**src/rtl/pcie_csr_pkg.sv**
```systemverilog
package pcie_csr_pkg;

   //----------------------------------------------------------------------
   // Address and data widths
   //----------------------------------------------------------------------

   // 4 KB register window, byte addressed
   localparam int MMIO_ADDR_WIDTH = 12;

   typedef logic [MMIO_ADDR_WIDTH-1:0] t_mmio_addr;
   typedef logic [63:0]                t_csr_data;

   // Register index is byte address bits 5:3
   typedef logic [2:0]                 t_reg_idx;

   // Sideband subsystem control fields
   typedef logic [17:0]                t_ss_addr;
   typedef logic [31:0]                t_ss_data;
   typedef logic [1:0]                 t_ss_cmd;

   // 32 error code bits plus completion timeout on top
   localparam int ERR_SRC_WIDTH = 33;

   // Width and lane of a decoded access
   typedef enum logic [1:0] {
      ACC_FULL64,
      ACC_LOWER32,
      ACC_UPPER32
   } e_access_type;

   //----------------------------------------------------------------------
   // Register map
   //----------------------------------------------------------------------

   // One 8-byte register per index
   localparam t_reg_idx REG_DFH      = 3'd0;
   localparam t_reg_idx REG_SCRATCH  = 3'd1;
   localparam t_reg_idx REG_STAT     = 3'd2;
   localparam t_reg_idx REG_ERR_MASK = 3'd3;
   localparam t_reg_idx REG_ERROR    = 3'd4;
   localparam t_reg_idx REG_SS_CMD   = 3'd5;
   localparam t_reg_idx REG_SS_DATA  = 3'd6;
   localparam int       CSR_NUM_REG  = 7;

   // First byte address past the last implemented register
   localparam t_mmio_addr CSR_ADDR_LIMIT = t_mmio_addr'(CSR_NUM_REG * 8);

   //----------------------------------------------------------------------
   // Device feature header
   //----------------------------------------------------------------------
   localparam logic [3:0]  FEAT_TYPE       = 4'h3;
   localparam logic [11:0] FEAT_ID         = 12'h020;
   localparam logic [3:0]  FEAT_VER        = 4'h1;
   localparam logic [23:0] NEXT_DFH_OFFSET = 24'h001000;
   localparam logic        END_OF_LIST     = 1'b0;

   // Type, reserved, EOL, next offset, version, ID from msb down
   localparam t_csr_data DFH_VALUE = {
      FEAT_TYPE, 8'h00, 4'h0, 7'h00, END_OF_LIST,
      NEXT_DFH_OFFSET, FEAT_VER, FEAT_ID
   };

endpackage

```
**src/rtl/mmio_req_decode.sv**
```systemverilog
`timescale 1ns/100ps

module mmio_req_decode (
   input  logic                       clk,
   input  logic                       rst_n,

   // Raw MMIO strobes
   input  logic                       i_mmio_write,
   input  logic                       i_mmio_read,
   input  pcie_csr_pkg::t_mmio_addr   i_mmio_addr,
   input  pcie_csr_pkg::t_csr_data    i_mmio_wdata,
   input  logic                       i_mmio_32b,

   // Decoded write
   output logic                       o_csr_write,
   output pcie_csr_pkg::t_mmio_addr   o_csr_waddr,
   output pcie_csr_pkg::t_csr_data    o_csr_wdata,
   output pcie_csr_pkg::e_access_type o_csr_write_type,

   // Decoded read
   output logic                       o_csr_read,
   output pcie_csr_pkg::t_mmio_addr   o_csr_raddr,
   output logic                       o_csr_read_32b
);

   import pcie_csr_pkg::*;

   //----------------------------------------------------------------------
   // Request decode
   //----------------------------------------------------------------------
   logic         write_d;
   logic         read_d;
   e_access_type acc_type_d;

   always_comb begin
      // Write takes the cycle on a collision
      write_d = i_mmio_write;
      read_d  = i_mmio_read & ~i_mmio_write;

      // Address bit 2 picks the lane of a 32-bit access
      if (!i_mmio_32b) begin
         acc_type_d = ACC_FULL64;
      end else if (i_mmio_addr[2]) begin
         acc_type_d = ACC_UPPER32;
      end else begin
         acc_type_d = ACC_LOWER32;
      end
   end

   //----------------------------------------------------------------------
   // Request registers
   //----------------------------------------------------------------------

   // Strobes
   always_ff @(posedge clk) begin
      if (!rst_n) begin
         o_csr_write <= 1'b0;
         o_csr_read  <= 1'b0;
      end else begin
         o_csr_write <= write_d;
         o_csr_read  <= read_d;
      end
   end

   // Write payload, held between writes
   always_ff @(posedge clk) begin
      if (write_d) begin
         o_csr_waddr      <= i_mmio_addr;
         o_csr_wdata      <= i_mmio_wdata;
         o_csr_write_type <= acc_type_d;
      end
   end

   // Read payload, held between reads
   always_ff @(posedge clk) begin
      if (read_d) begin
         o_csr_raddr    <= i_mmio_addr;
         o_csr_read_32b <= i_mmio_32b;
      end
   end

endmodule

```
**src/rtl/pcie_err_collect.sv**
```systemverilog
`timescale 1ns/100ps

module pcie_err_collect (
   input  logic                                    clk,
   input  logic                                    rst_n,

   // Async link-up level
   input  logic                                    i_pcie_linkup,

   // Level error sources
   input  logic [31:0]                             i_err_code,
   input  logic                                    i_cpl_timeout,

   output logic                                    o_linkup_sync,
   output logic [pcie_csr_pkg::ERR_SRC_WIDTH-1:0]  o_err_set
);

   import pcie_csr_pkg::*;

   //----------------------------------------------------------------------
   // Link-up synchronizer
   //----------------------------------------------------------------------
   logic linkup_meta;
   logic linkup_q;

   always_ff @(posedge clk) begin
      if (!rst_n) begin
         linkup_meta <= 1'b0;
         linkup_q    <= 1'b0;
      end else begin
         linkup_meta <= i_pcie_linkup;
         linkup_q    <= linkup_meta;
      end
   end

   assign o_linkup_sync = linkup_q;

   //----------------------------------------------------------------------
   // Rising edge detect on error sources
   //----------------------------------------------------------------------
   logic [ERR_SRC_WIDTH-1:0] src_q;
   logic [ERR_SRC_WIDTH-1:0] src_prev_q;

   // History clears in reset
   // A source high out of reset therefore fires once
   always_ff @(posedge clk) begin
      if (!rst_n) begin
         src_q      <= '0;
         src_prev_q <= '0;
         o_err_set  <= '0;
      end else begin
         // Completion timeout sits at bit 32
         src_q      <= {i_cpl_timeout, i_err_code};
         src_prev_q <= src_q;
         o_err_set  <= src_q & ~src_prev_q;
      end
   end

endmodule

```
**src/rtl/pcie_csr_regs.sv**
```systemverilog
`timescale 1ns/100ps

module pcie_csr_regs (
   input  logic                                    clk,
   input  logic                                    rst_n,

   // Decoded write
   input  logic                                    i_csr_write,
   input  pcie_csr_pkg::t_mmio_addr                i_csr_waddr,
   input  pcie_csr_pkg::t_csr_data                 i_csr_wdata,
   input  pcie_csr_pkg::e_access_type              i_csr_write_type,

   // Decoded read
   input  logic                                    i_csr_read,
   input  pcie_csr_pkg::t_mmio_addr                i_csr_raddr,
   input  logic                                    i_csr_read_32b,

   // Status and error events
   input  logic                                    i_linkup,
   input  logic [pcie_csr_pkg::ERR_SRC_WIDTH-1:0]  i_err_set,

   // Sideband subsystem returns
   input  logic                                    i_ss_ack,
   input  pcie_csr_pkg::t_ss_data                  i_ss_readdata,

   // Read response
   output logic                                    o_rsp_valid,
   output pcie_csr_pkg::t_csr_data                 o_rsp_data,

   // Sideband subsystem controls
   output pcie_csr_pkg::t_ss_cmd                   o_ss_cmd,
   output pcie_csr_pkg::t_ss_addr                  o_ss_addr,
   output pcie_csr_pkg::t_ss_data                  o_ss_wdata,

   output logic [31:0]                             o_pcie_error
);

   import pcie_csr_pkg::*;

   // Keep old bits outside the mask
   function automatic t_csr_data f_merge(
      input t_csr_data old_val,
      input t_csr_data new_val,
      input t_csr_data mask
   );
      return (old_val & ~mask) | (new_val & mask);
   endfunction

   //----------------------------------------------------------------------
   // Field storage
   //----------------------------------------------------------------------
   t_csr_data                scratch_q;
   logic [ERR_SRC_WIDTH-1:0] err_mask_q;
   logic [ERR_SRC_WIDTH-1:0] error_q;
   t_ss_cmd                  ss_cmd_q;
   t_ss_addr                 ss_addr_q;
   t_ss_data                 ss_wdata_q;

   // Software view of every register
   t_csr_data reg_view [CSR_NUM_REG];

   always_comb begin
      reg_view[REG_DFH]      = DFH_VALUE;
      reg_view[REG_SCRATCH]  = scratch_q;
      // Only link-up in bit 0
      reg_view[REG_STAT]     = {63'h0, i_linkup};
      reg_view[REG_ERR_MASK] = {31'h0, err_mask_q};
      reg_view[REG_ERROR]    = {31'h0, error_q};
      // Ack is read-only at bit 2
      reg_view[REG_SS_CMD]   = {14'h0, ss_addr_q, 29'h0, i_ss_ack, ss_cmd_q};
      // Write data up top, read data from the subsystem below
      reg_view[REG_SS_DATA]  = {ss_wdata_q, i_ss_readdata};
   end

   //----------------------------------------------------------------------
   // Write stage
   //----------------------------------------------------------------------
   logic         wr_q;
   t_mmio_addr   wr_addr_q;
   t_csr_data    wr_data_q;
   e_access_type wr_type_q;

   always_ff @(posedge clk) begin
      if (!rst_n) begin
         wr_q <= 1'b0;
      end else begin
         wr_q <= i_csr_write;
      end
   end

   always_ff @(posedge clk) begin
      wr_addr_q <= i_csr_waddr;
      wr_data_q <= i_csr_wdata;
      wr_type_q <= i_csr_write_type;
   end

   // Lane mask and per-register select
   t_csr_data                wr_mask;
   t_reg_idx                 wr_idx;
   logic [CSR_NUM_REG-1:0]   wr_sel;
   logic [ERR_SRC_WIDTH-1:0] err_clr;
   t_csr_data                scratch_nxt;
   t_csr_data                mask_nxt;
   t_csr_data                ss_cmd_nxt;
   t_csr_data                ss_data_nxt;

   always_comb begin
      case (wr_type_q)
         ACC_LOWER32: wr_mask = {32'h0, {32{1'b1}}};
         ACC_UPPER32: wr_mask = {{32{1'b1}}, 32'h0};
         default:     wr_mask = '1;
      endcase

      wr_idx = wr_addr_q[5:3];

      // Nothing selected past the last register
      wr_sel = '0;
      if (wr_q && (wr_addr_q < CSR_ADDR_LIMIT)) begin
         wr_sel[wr_idx] = 1'b1;
      end

      // Write 1 to clear, only inside the written lane
      err_clr = '0;
      if (wr_sel[REG_ERROR]) begin
         err_clr = wr_data_q[ERR_SRC_WIDTH-1:0] & wr_mask[ERR_SRC_WIDTH-1:0];
      end

      scratch_nxt = f_merge(reg_view[REG_SCRATCH], wr_data_q, wr_mask);
      mask_nxt    = f_merge(reg_view[REG_ERR_MASK], wr_data_q, wr_mask);
      ss_cmd_nxt  = f_merge(reg_view[REG_SS_CMD], wr_data_q, wr_mask);
      ss_data_nxt = f_merge(reg_view[REG_SS_DATA], wr_data_q, wr_mask);
   end

   //----------------------------------------------------------------------
   // Register update
   //----------------------------------------------------------------------
   always_ff @(posedge clk) begin
      if (!rst_n) begin
         scratch_q  <= '0;
         err_mask_q <= '0;
         error_q    <= '0;
         ss_cmd_q   <= '0;
         ss_addr_q  <= '0;
         ss_wdata_q <= '0;
      end else begin
         if (wr_sel[REG_SCRATCH]) begin
            scratch_q <= scratch_nxt;
         end
         if (wr_sel[REG_ERR_MASK]) begin
            err_mask_q <= mask_nxt[ERR_SRC_WIDTH-1:0];
         end
         if (wr_sel[REG_SS_CMD]) begin
            ss_cmd_q  <= ss_cmd_nxt[1:0];
            ss_addr_q <= ss_cmd_nxt[49:32];
         end
         if (wr_sel[REG_SS_DATA]) begin
            ss_wdata_q <= ss_data_nxt[63:32];
         end
         // Sticky set of unmasked events; clear wins
         error_q <= (error_q | (i_err_set & ~err_mask_q)) & ~err_clr;
      end
   end

   assign o_ss_cmd     = ss_cmd_q;
   assign o_ss_addr    = ss_addr_q;
   assign o_ss_wdata   = ss_wdata_q;
   assign o_pcie_error = error_q[31:0];

   //----------------------------------------------------------------------
   // Read path
   //----------------------------------------------------------------------

   // Stage 1 holds the request while the range is checked
   logic       rd_q;
   t_mmio_addr rd_addr_q;
   logic       rd_32b_q;
   logic       rd_in_range_q;

   always_ff @(posedge clk) begin
      if (!rst_n) begin
         rd_q <= 1'b0;
      end else begin
         rd_q <= i_csr_read;
      end
   end

   always_ff @(posedge clk) begin
      rd_addr_q     <= i_csr_raddr;
      rd_32b_q      <= i_csr_read_32b;
      rd_in_range_q <= (i_csr_raddr < CSR_ADDR_LIMIT);
   end

   // Lane select on the addressed word
   t_reg_idx  rd_idx;
   t_csr_data rd_word;
   t_csr_data rd_lane;

   always_comb begin
      rd_idx  = rd_addr_q[5:3];
      rd_word = '0;
      if (rd_in_range_q) begin
         rd_word = reg_view[rd_idx];
      end

      // 32-bit read keeps its lane in place
      if (!rd_32b_q) begin
         rd_lane = rd_word;
      end else if (rd_addr_q[2]) begin
         rd_lane = {rd_word[63:32], 32'h0};
      end else begin
         rd_lane = {32'h0, rd_word[31:0]};
      end
   end

   // Stage 2 is the response
   always_ff @(posedge clk) begin
      if (!rst_n) begin
         o_rsp_valid <= 1'b0;
      end else begin
         o_rsp_valid <= rd_q;
      end
   end

   always_ff @(posedge clk) begin
      o_rsp_data <= rd_q ? rd_lane : '0;
   end

endmodule

```
**src/rtl/pcie_csr_top.sv**
```systemverilog
`timescale 1ns/100ps

module pcie_csr_top (
   input  logic                      clk,
   input  logic                      rst_n,

   // MMIO request port
   input  logic                      i_mmio_write,
   input  logic                      i_mmio_read,
   input  pcie_csr_pkg::t_mmio_addr  i_mmio_addr,
   input  pcie_csr_pkg::t_csr_data   i_mmio_wdata,
   input  logic                      i_mmio_32b,

   // Link and error sources
   input  logic                      i_pcie_linkup,
   input  logic [31:0]               i_err_code,
   input  logic                      i_cpl_timeout,

   // Sideband subsystem returns
   input  logic                      i_ss_ack,
   input  pcie_csr_pkg::t_ss_data    i_ss_readdata,

   // Read response
   output logic                      o_rsp_valid,
   output pcie_csr_pkg::t_csr_data   o_rsp_data,

   // Sideband subsystem controls
   output pcie_csr_pkg::t_ss_cmd     o_ss_cmd,
   output pcie_csr_pkg::t_ss_addr    o_ss_addr,
   output pcie_csr_pkg::t_ss_data    o_ss_wdata,

   output logic [31:0]               o_pcie_error
);

   import pcie_csr_pkg::*;

   //----------------------------------------------------------------------
   // Stage interconnect
   //----------------------------------------------------------------------
   logic                     csr_write;
   t_mmio_addr               csr_waddr;
   t_csr_data                csr_wdata;
   e_access_type             csr_write_type;
   logic                     csr_read;
   t_mmio_addr               csr_raddr;
   logic                     csr_read_32b;

   logic                     linkup_sync;
   logic [ERR_SRC_WIDTH-1:0] err_set;

   // Request stage
   mmio_req_decode u_req (
      .clk              (clk),
      .rst_n            (rst_n),
      .i_mmio_write     (i_mmio_write),
      .i_mmio_read      (i_mmio_read),
      .i_mmio_addr      (i_mmio_addr),
      .i_mmio_wdata     (i_mmio_wdata),
      .i_mmio_32b       (i_mmio_32b),
      .o_csr_write      (csr_write),
      .o_csr_waddr      (csr_waddr),
      .o_csr_wdata      (csr_wdata),
      .o_csr_write_type (csr_write_type),
      .o_csr_read       (csr_read),
      .o_csr_raddr      (csr_raddr),
      .o_csr_read_32b   (csr_read_32b)
   );

   // Error stage
   pcie_err_collect u_err (
      .clk           (clk),
      .rst_n         (rst_n),
      .i_pcie_linkup (i_pcie_linkup),
      .i_err_code    (i_err_code),
      .i_cpl_timeout (i_cpl_timeout),
      .o_linkup_sync (linkup_sync),
      .o_err_set     (err_set)
   );

   // Register file
   pcie_csr_regs u_regs (
      .clk              (clk),
      .rst_n            (rst_n),
      .i_csr_write      (csr_write),
      .i_csr_waddr      (csr_waddr),
      .i_csr_wdata      (csr_wdata),
      .i_csr_write_type (csr_write_type),
      .i_csr_read       (csr_read),
      .i_csr_raddr      (csr_raddr),
      .i_csr_read_32b   (csr_read_32b),
      .i_linkup         (linkup_sync),
      .i_err_set        (err_set),
      .i_ss_ack         (i_ss_ack),
      .i_ss_readdata    (i_ss_readdata),
      .o_rsp_valid      (o_rsp_valid),
      .o_rsp_data       (o_rsp_data),
      .o_ss_cmd         (o_ss_cmd),
      .o_ss_addr        (o_ss_addr),
      .o_ss_wdata       (o_ss_wdata),
      .o_pcie_error     (o_pcie_error)
   );

endmodule

```
**config.mk**
```make
export PLATFORM = sky130hd
export DESIGN_NAME = pcie_csr_top
export DESIGN_NICKNAME = d
export VERILOG_FILES = /design/src/rtl/pcie_csr_pkg.sv /design/src/rtl/mmio_req_decode.sv /design/src/rtl/pcie_err_collect.sv /design/src/rtl/pcie_csr_regs.sv /design/src/rtl/pcie_csr_top.sv
export SDC_FILE = /design/constraint.sdc
export NUM_CORES = 1
export LEC_CHECK = 0
export BUFFER_PORTS_ARGS = -buffer_cell sky130_fd_sc_hd__buf_4
export CELL_PAD_IN_SITES_DETAIL_PLACEMENT = 2
export CELL_PAD_IN_SITES_GLOBAL_PLACEMENT = 2
export CORE_UTILIZATION = 35
export DETAILED_ROUTE_END_ITERATION = 10
export GPL_ROUTABILITY_DRIVEN = 0
export PLACE_DENSITY_LB_ADDON = 0.1
export SLEW_MARGIN = 5
export SYNTH_ARGS = -nofsm -noshare
export SYNTH_HDL_FRONTEND = slang
export SYNTH_HIERARCHICAL = 1
export SYNTH_SLANG_ARGS = --single-unit
```
**constraint.sdc**
```tcl
create_clock -name clk -period 3.3 [get_ports clk]
set_input_delay 0.33 -clock clk [delete_from_list [all_inputs] [get_ports clk]]
set_output_delay 0.33 -clock clk [all_outputs]
set_load 0.03 [all_outputs]
```
==> flow_metrics.env <==
export IMPL_syn_avg_cell_area_sq_um=11.4
export IMPL_end_kind="register"
export IMPL_drtPass1Iterations=4
export IMPL_critPathArrivalTime_ps=2650
export IMPL_maxSlewViolCount=0
export IMPL_drc_errors=0
export IMPL_io_pins=297
export IMPL_cts_buffer_depth=3
export IMPL_post_cts_resized=0
export IMPL_dpl_cell_area_sq_um=19500
export IMPL_core_area_sq_um=47700
export IMPL_fin_hold_ws_ps=163
export IMPL_cts_buffers=56
export IMPL_htree_levels=2
export IMPL_clkLatencyLatePin_ps=610
export IMPL_max_freq_ghz=0.457
export IMPL_max_cap_viol_count=0
export IMPL_critPathMaxFanout=32
export IMPL_r2r_cells=4
export IMPL_p_leak_nw=9.04
export IMPL_num_rows=80
export IMPL_synth_cells=1481
export IMPL_grt_max_degree=104
export IMPL_routed_wirelength_mm=51.3
export IMPL_place_hpwl_mm=30.9
export IMPL_final_hold_viol_count=0
export IMPL_die_y_microns=222
export IMPL_pwr_density_cell_nw_per_um2=608
export IMPL_syn_area_sq_um=16900
export IMPL_worst_pin_slew_ps=1000
export IMPL_cts_tree="built"
export IMPL_clkTransAtPathRegs_ps=60
export IMPL_finalInstanceArea_sq_um=22400
export IMPL_viasPerCell=4.97
export IMPL_post_cts_setup_buffer_count=0
export IMPL_slew_limit_headroom_pct=33.2
export IMPL_track_usage_pct=21.1
export IMPL_die_x_microns=222
export IMPL_worstPathRequired_ps=3760
export IMPL_wl_per_cell_microns=20.5
export IMPL_hold_end="u_regs/o_rsp_data[2]"
export IMPL_status="finished, final reports clean"
export IMPL_drive_above_1_share_pct=22.9
export IMPL_post_route_period_util_pct=66.4
export IMPL_final_util_pct=46.8
export IMPL_drt_iter0_drc=455
export IMPL_area_growth_pct=32.1
export IMPL_cts_sinks=519
export IMPL_tns_ps=0
export IMPL_hp_class="input port to register"
export IMPL_num_fill_cells=4795
export IMPL_reg2reg_slack_ps=1110
export IMPL_port_buffers=294
export IMPL_pre_cts_ws_ps=1120
export IMPL_layout_common_cells="dfxtp_1 (431), buf_4 (308), o21ai_0 (150)"
export IMPL_finalClockSkew_ps=12.0
export IMPL_startpoint_type="register"
export IMPL_synth_nets=1629
export IMPL_die_area_sq_um=49200
export IMPL_rsz0062_at_grt="false"
export IMPL_antenna_found_initial=6
export IMPL_fin_nets=1978
export IMPL_vias=12392
export IMPL_r2r_end="u_regs/error_q[19]"
export IMPL_cts_root_buf="clkbuf_16"
export IMPL_final_antenna_net_count=0
export IMPL_worstReg2RegStart="u_regs/wr_addr_q[10]"
export IMPL_setup_slack_ps=1110
export IMPL_hold_depth=5
export IMPL_peakVddDrop_mv=0.408
export IMPL_setup_viol=0
export IMPL_hp_start="i_ss_ack"
export IMPL_grt_pass1_wl_mm=80.4
export IMPL_grt_pass1_vias=13753
export IMPL_grt_ovfl_total=0
export IMPL_initial_core_util_pct=35.5
export IMPL_crit_type="register to register"
export IMPL_synth_warnings=6
export IMPL_finalCriticalPeriod_ps=2190
export IMPL_final_common_cell="dfxtp_1"
==> stage by stage <==
stage,instances,total power (W)
CTS,2493,0.0138
finish,2495,0.0136
floorplan,1481,0.00723
global placement,2277,0.00753
global route,2495,0.0141
detailed placement,2277,0.00756
==> where the power goes <==
part           switching (W)  total [W]  internal (W)  leakage [nW]
combinational       0.000384   0.000740      0.000356          3.79
clock                0.00252    0.00607       0.00355         0.877
sequential          0.000106    0.00679       0.00668          4.38
==> what timing repair did <==
| item | in CTS | in global routing |
|---|---|---|
| hold buffers | 110 | 0 |
| setup endpoints to repair | 0 | 0 |
| hold endpoints to repair | 121 | 0 |
==> area by class of cell <==
type / instances / area, sq um / area share, %
diodes: 2 / 5.00 / 0.0224
clock buffers: 95 / 1730 / 7.74
clock inverters: 11 / 62.6 / 0.280
inverters: 3 / 11.3 / 0.0503
multi-input cells: 827 / 5020 / 22.5
flip-flops and latches: 519 / 11300 / 50.3
well taps: 615 / 769 / 3.44
repair buffers: 423 / 3510 / 15.7
==> layer usage <==
metal,vias to the layer above,track usage [%],share of wire (%)
met1,6191,25.8,43
met2,259,37.2,50
met5,-,0,0.11
li1,5845,-,-
met3,89,4.20,4.4
met4,8,6.56,2.2
==> how the worst max path moves through the flow <==
stage	from	endpoint	slack (ps)
floorplan	u_regs/wr_addr_q[10]	register	1720
global placement	u_regs/wr_addr_q[10]	u_regs/error_q[7]	1180
detailed placement	u_regs/wr_addr_q[10]	u_regs/error_q[16]	1120
CTS	u_regs/wr_addr_q[10]	u_regs/error_q[19]	1070
global route	u_regs/wr_addr_q[10]	u_regs/error_q[30]	960
finish	u_regs/wr_addr_q[10]	u_regs/error_q[19]	1110
==> worst max-delay path, stage by stage (launching register included) <==
cell,delay [ps]
dfxtp_1,320
nor4b_4,700
and4_2,360
buf_4,480
a21oi_1,160
No activity file was read; power rests on OpenSTA's default activity.
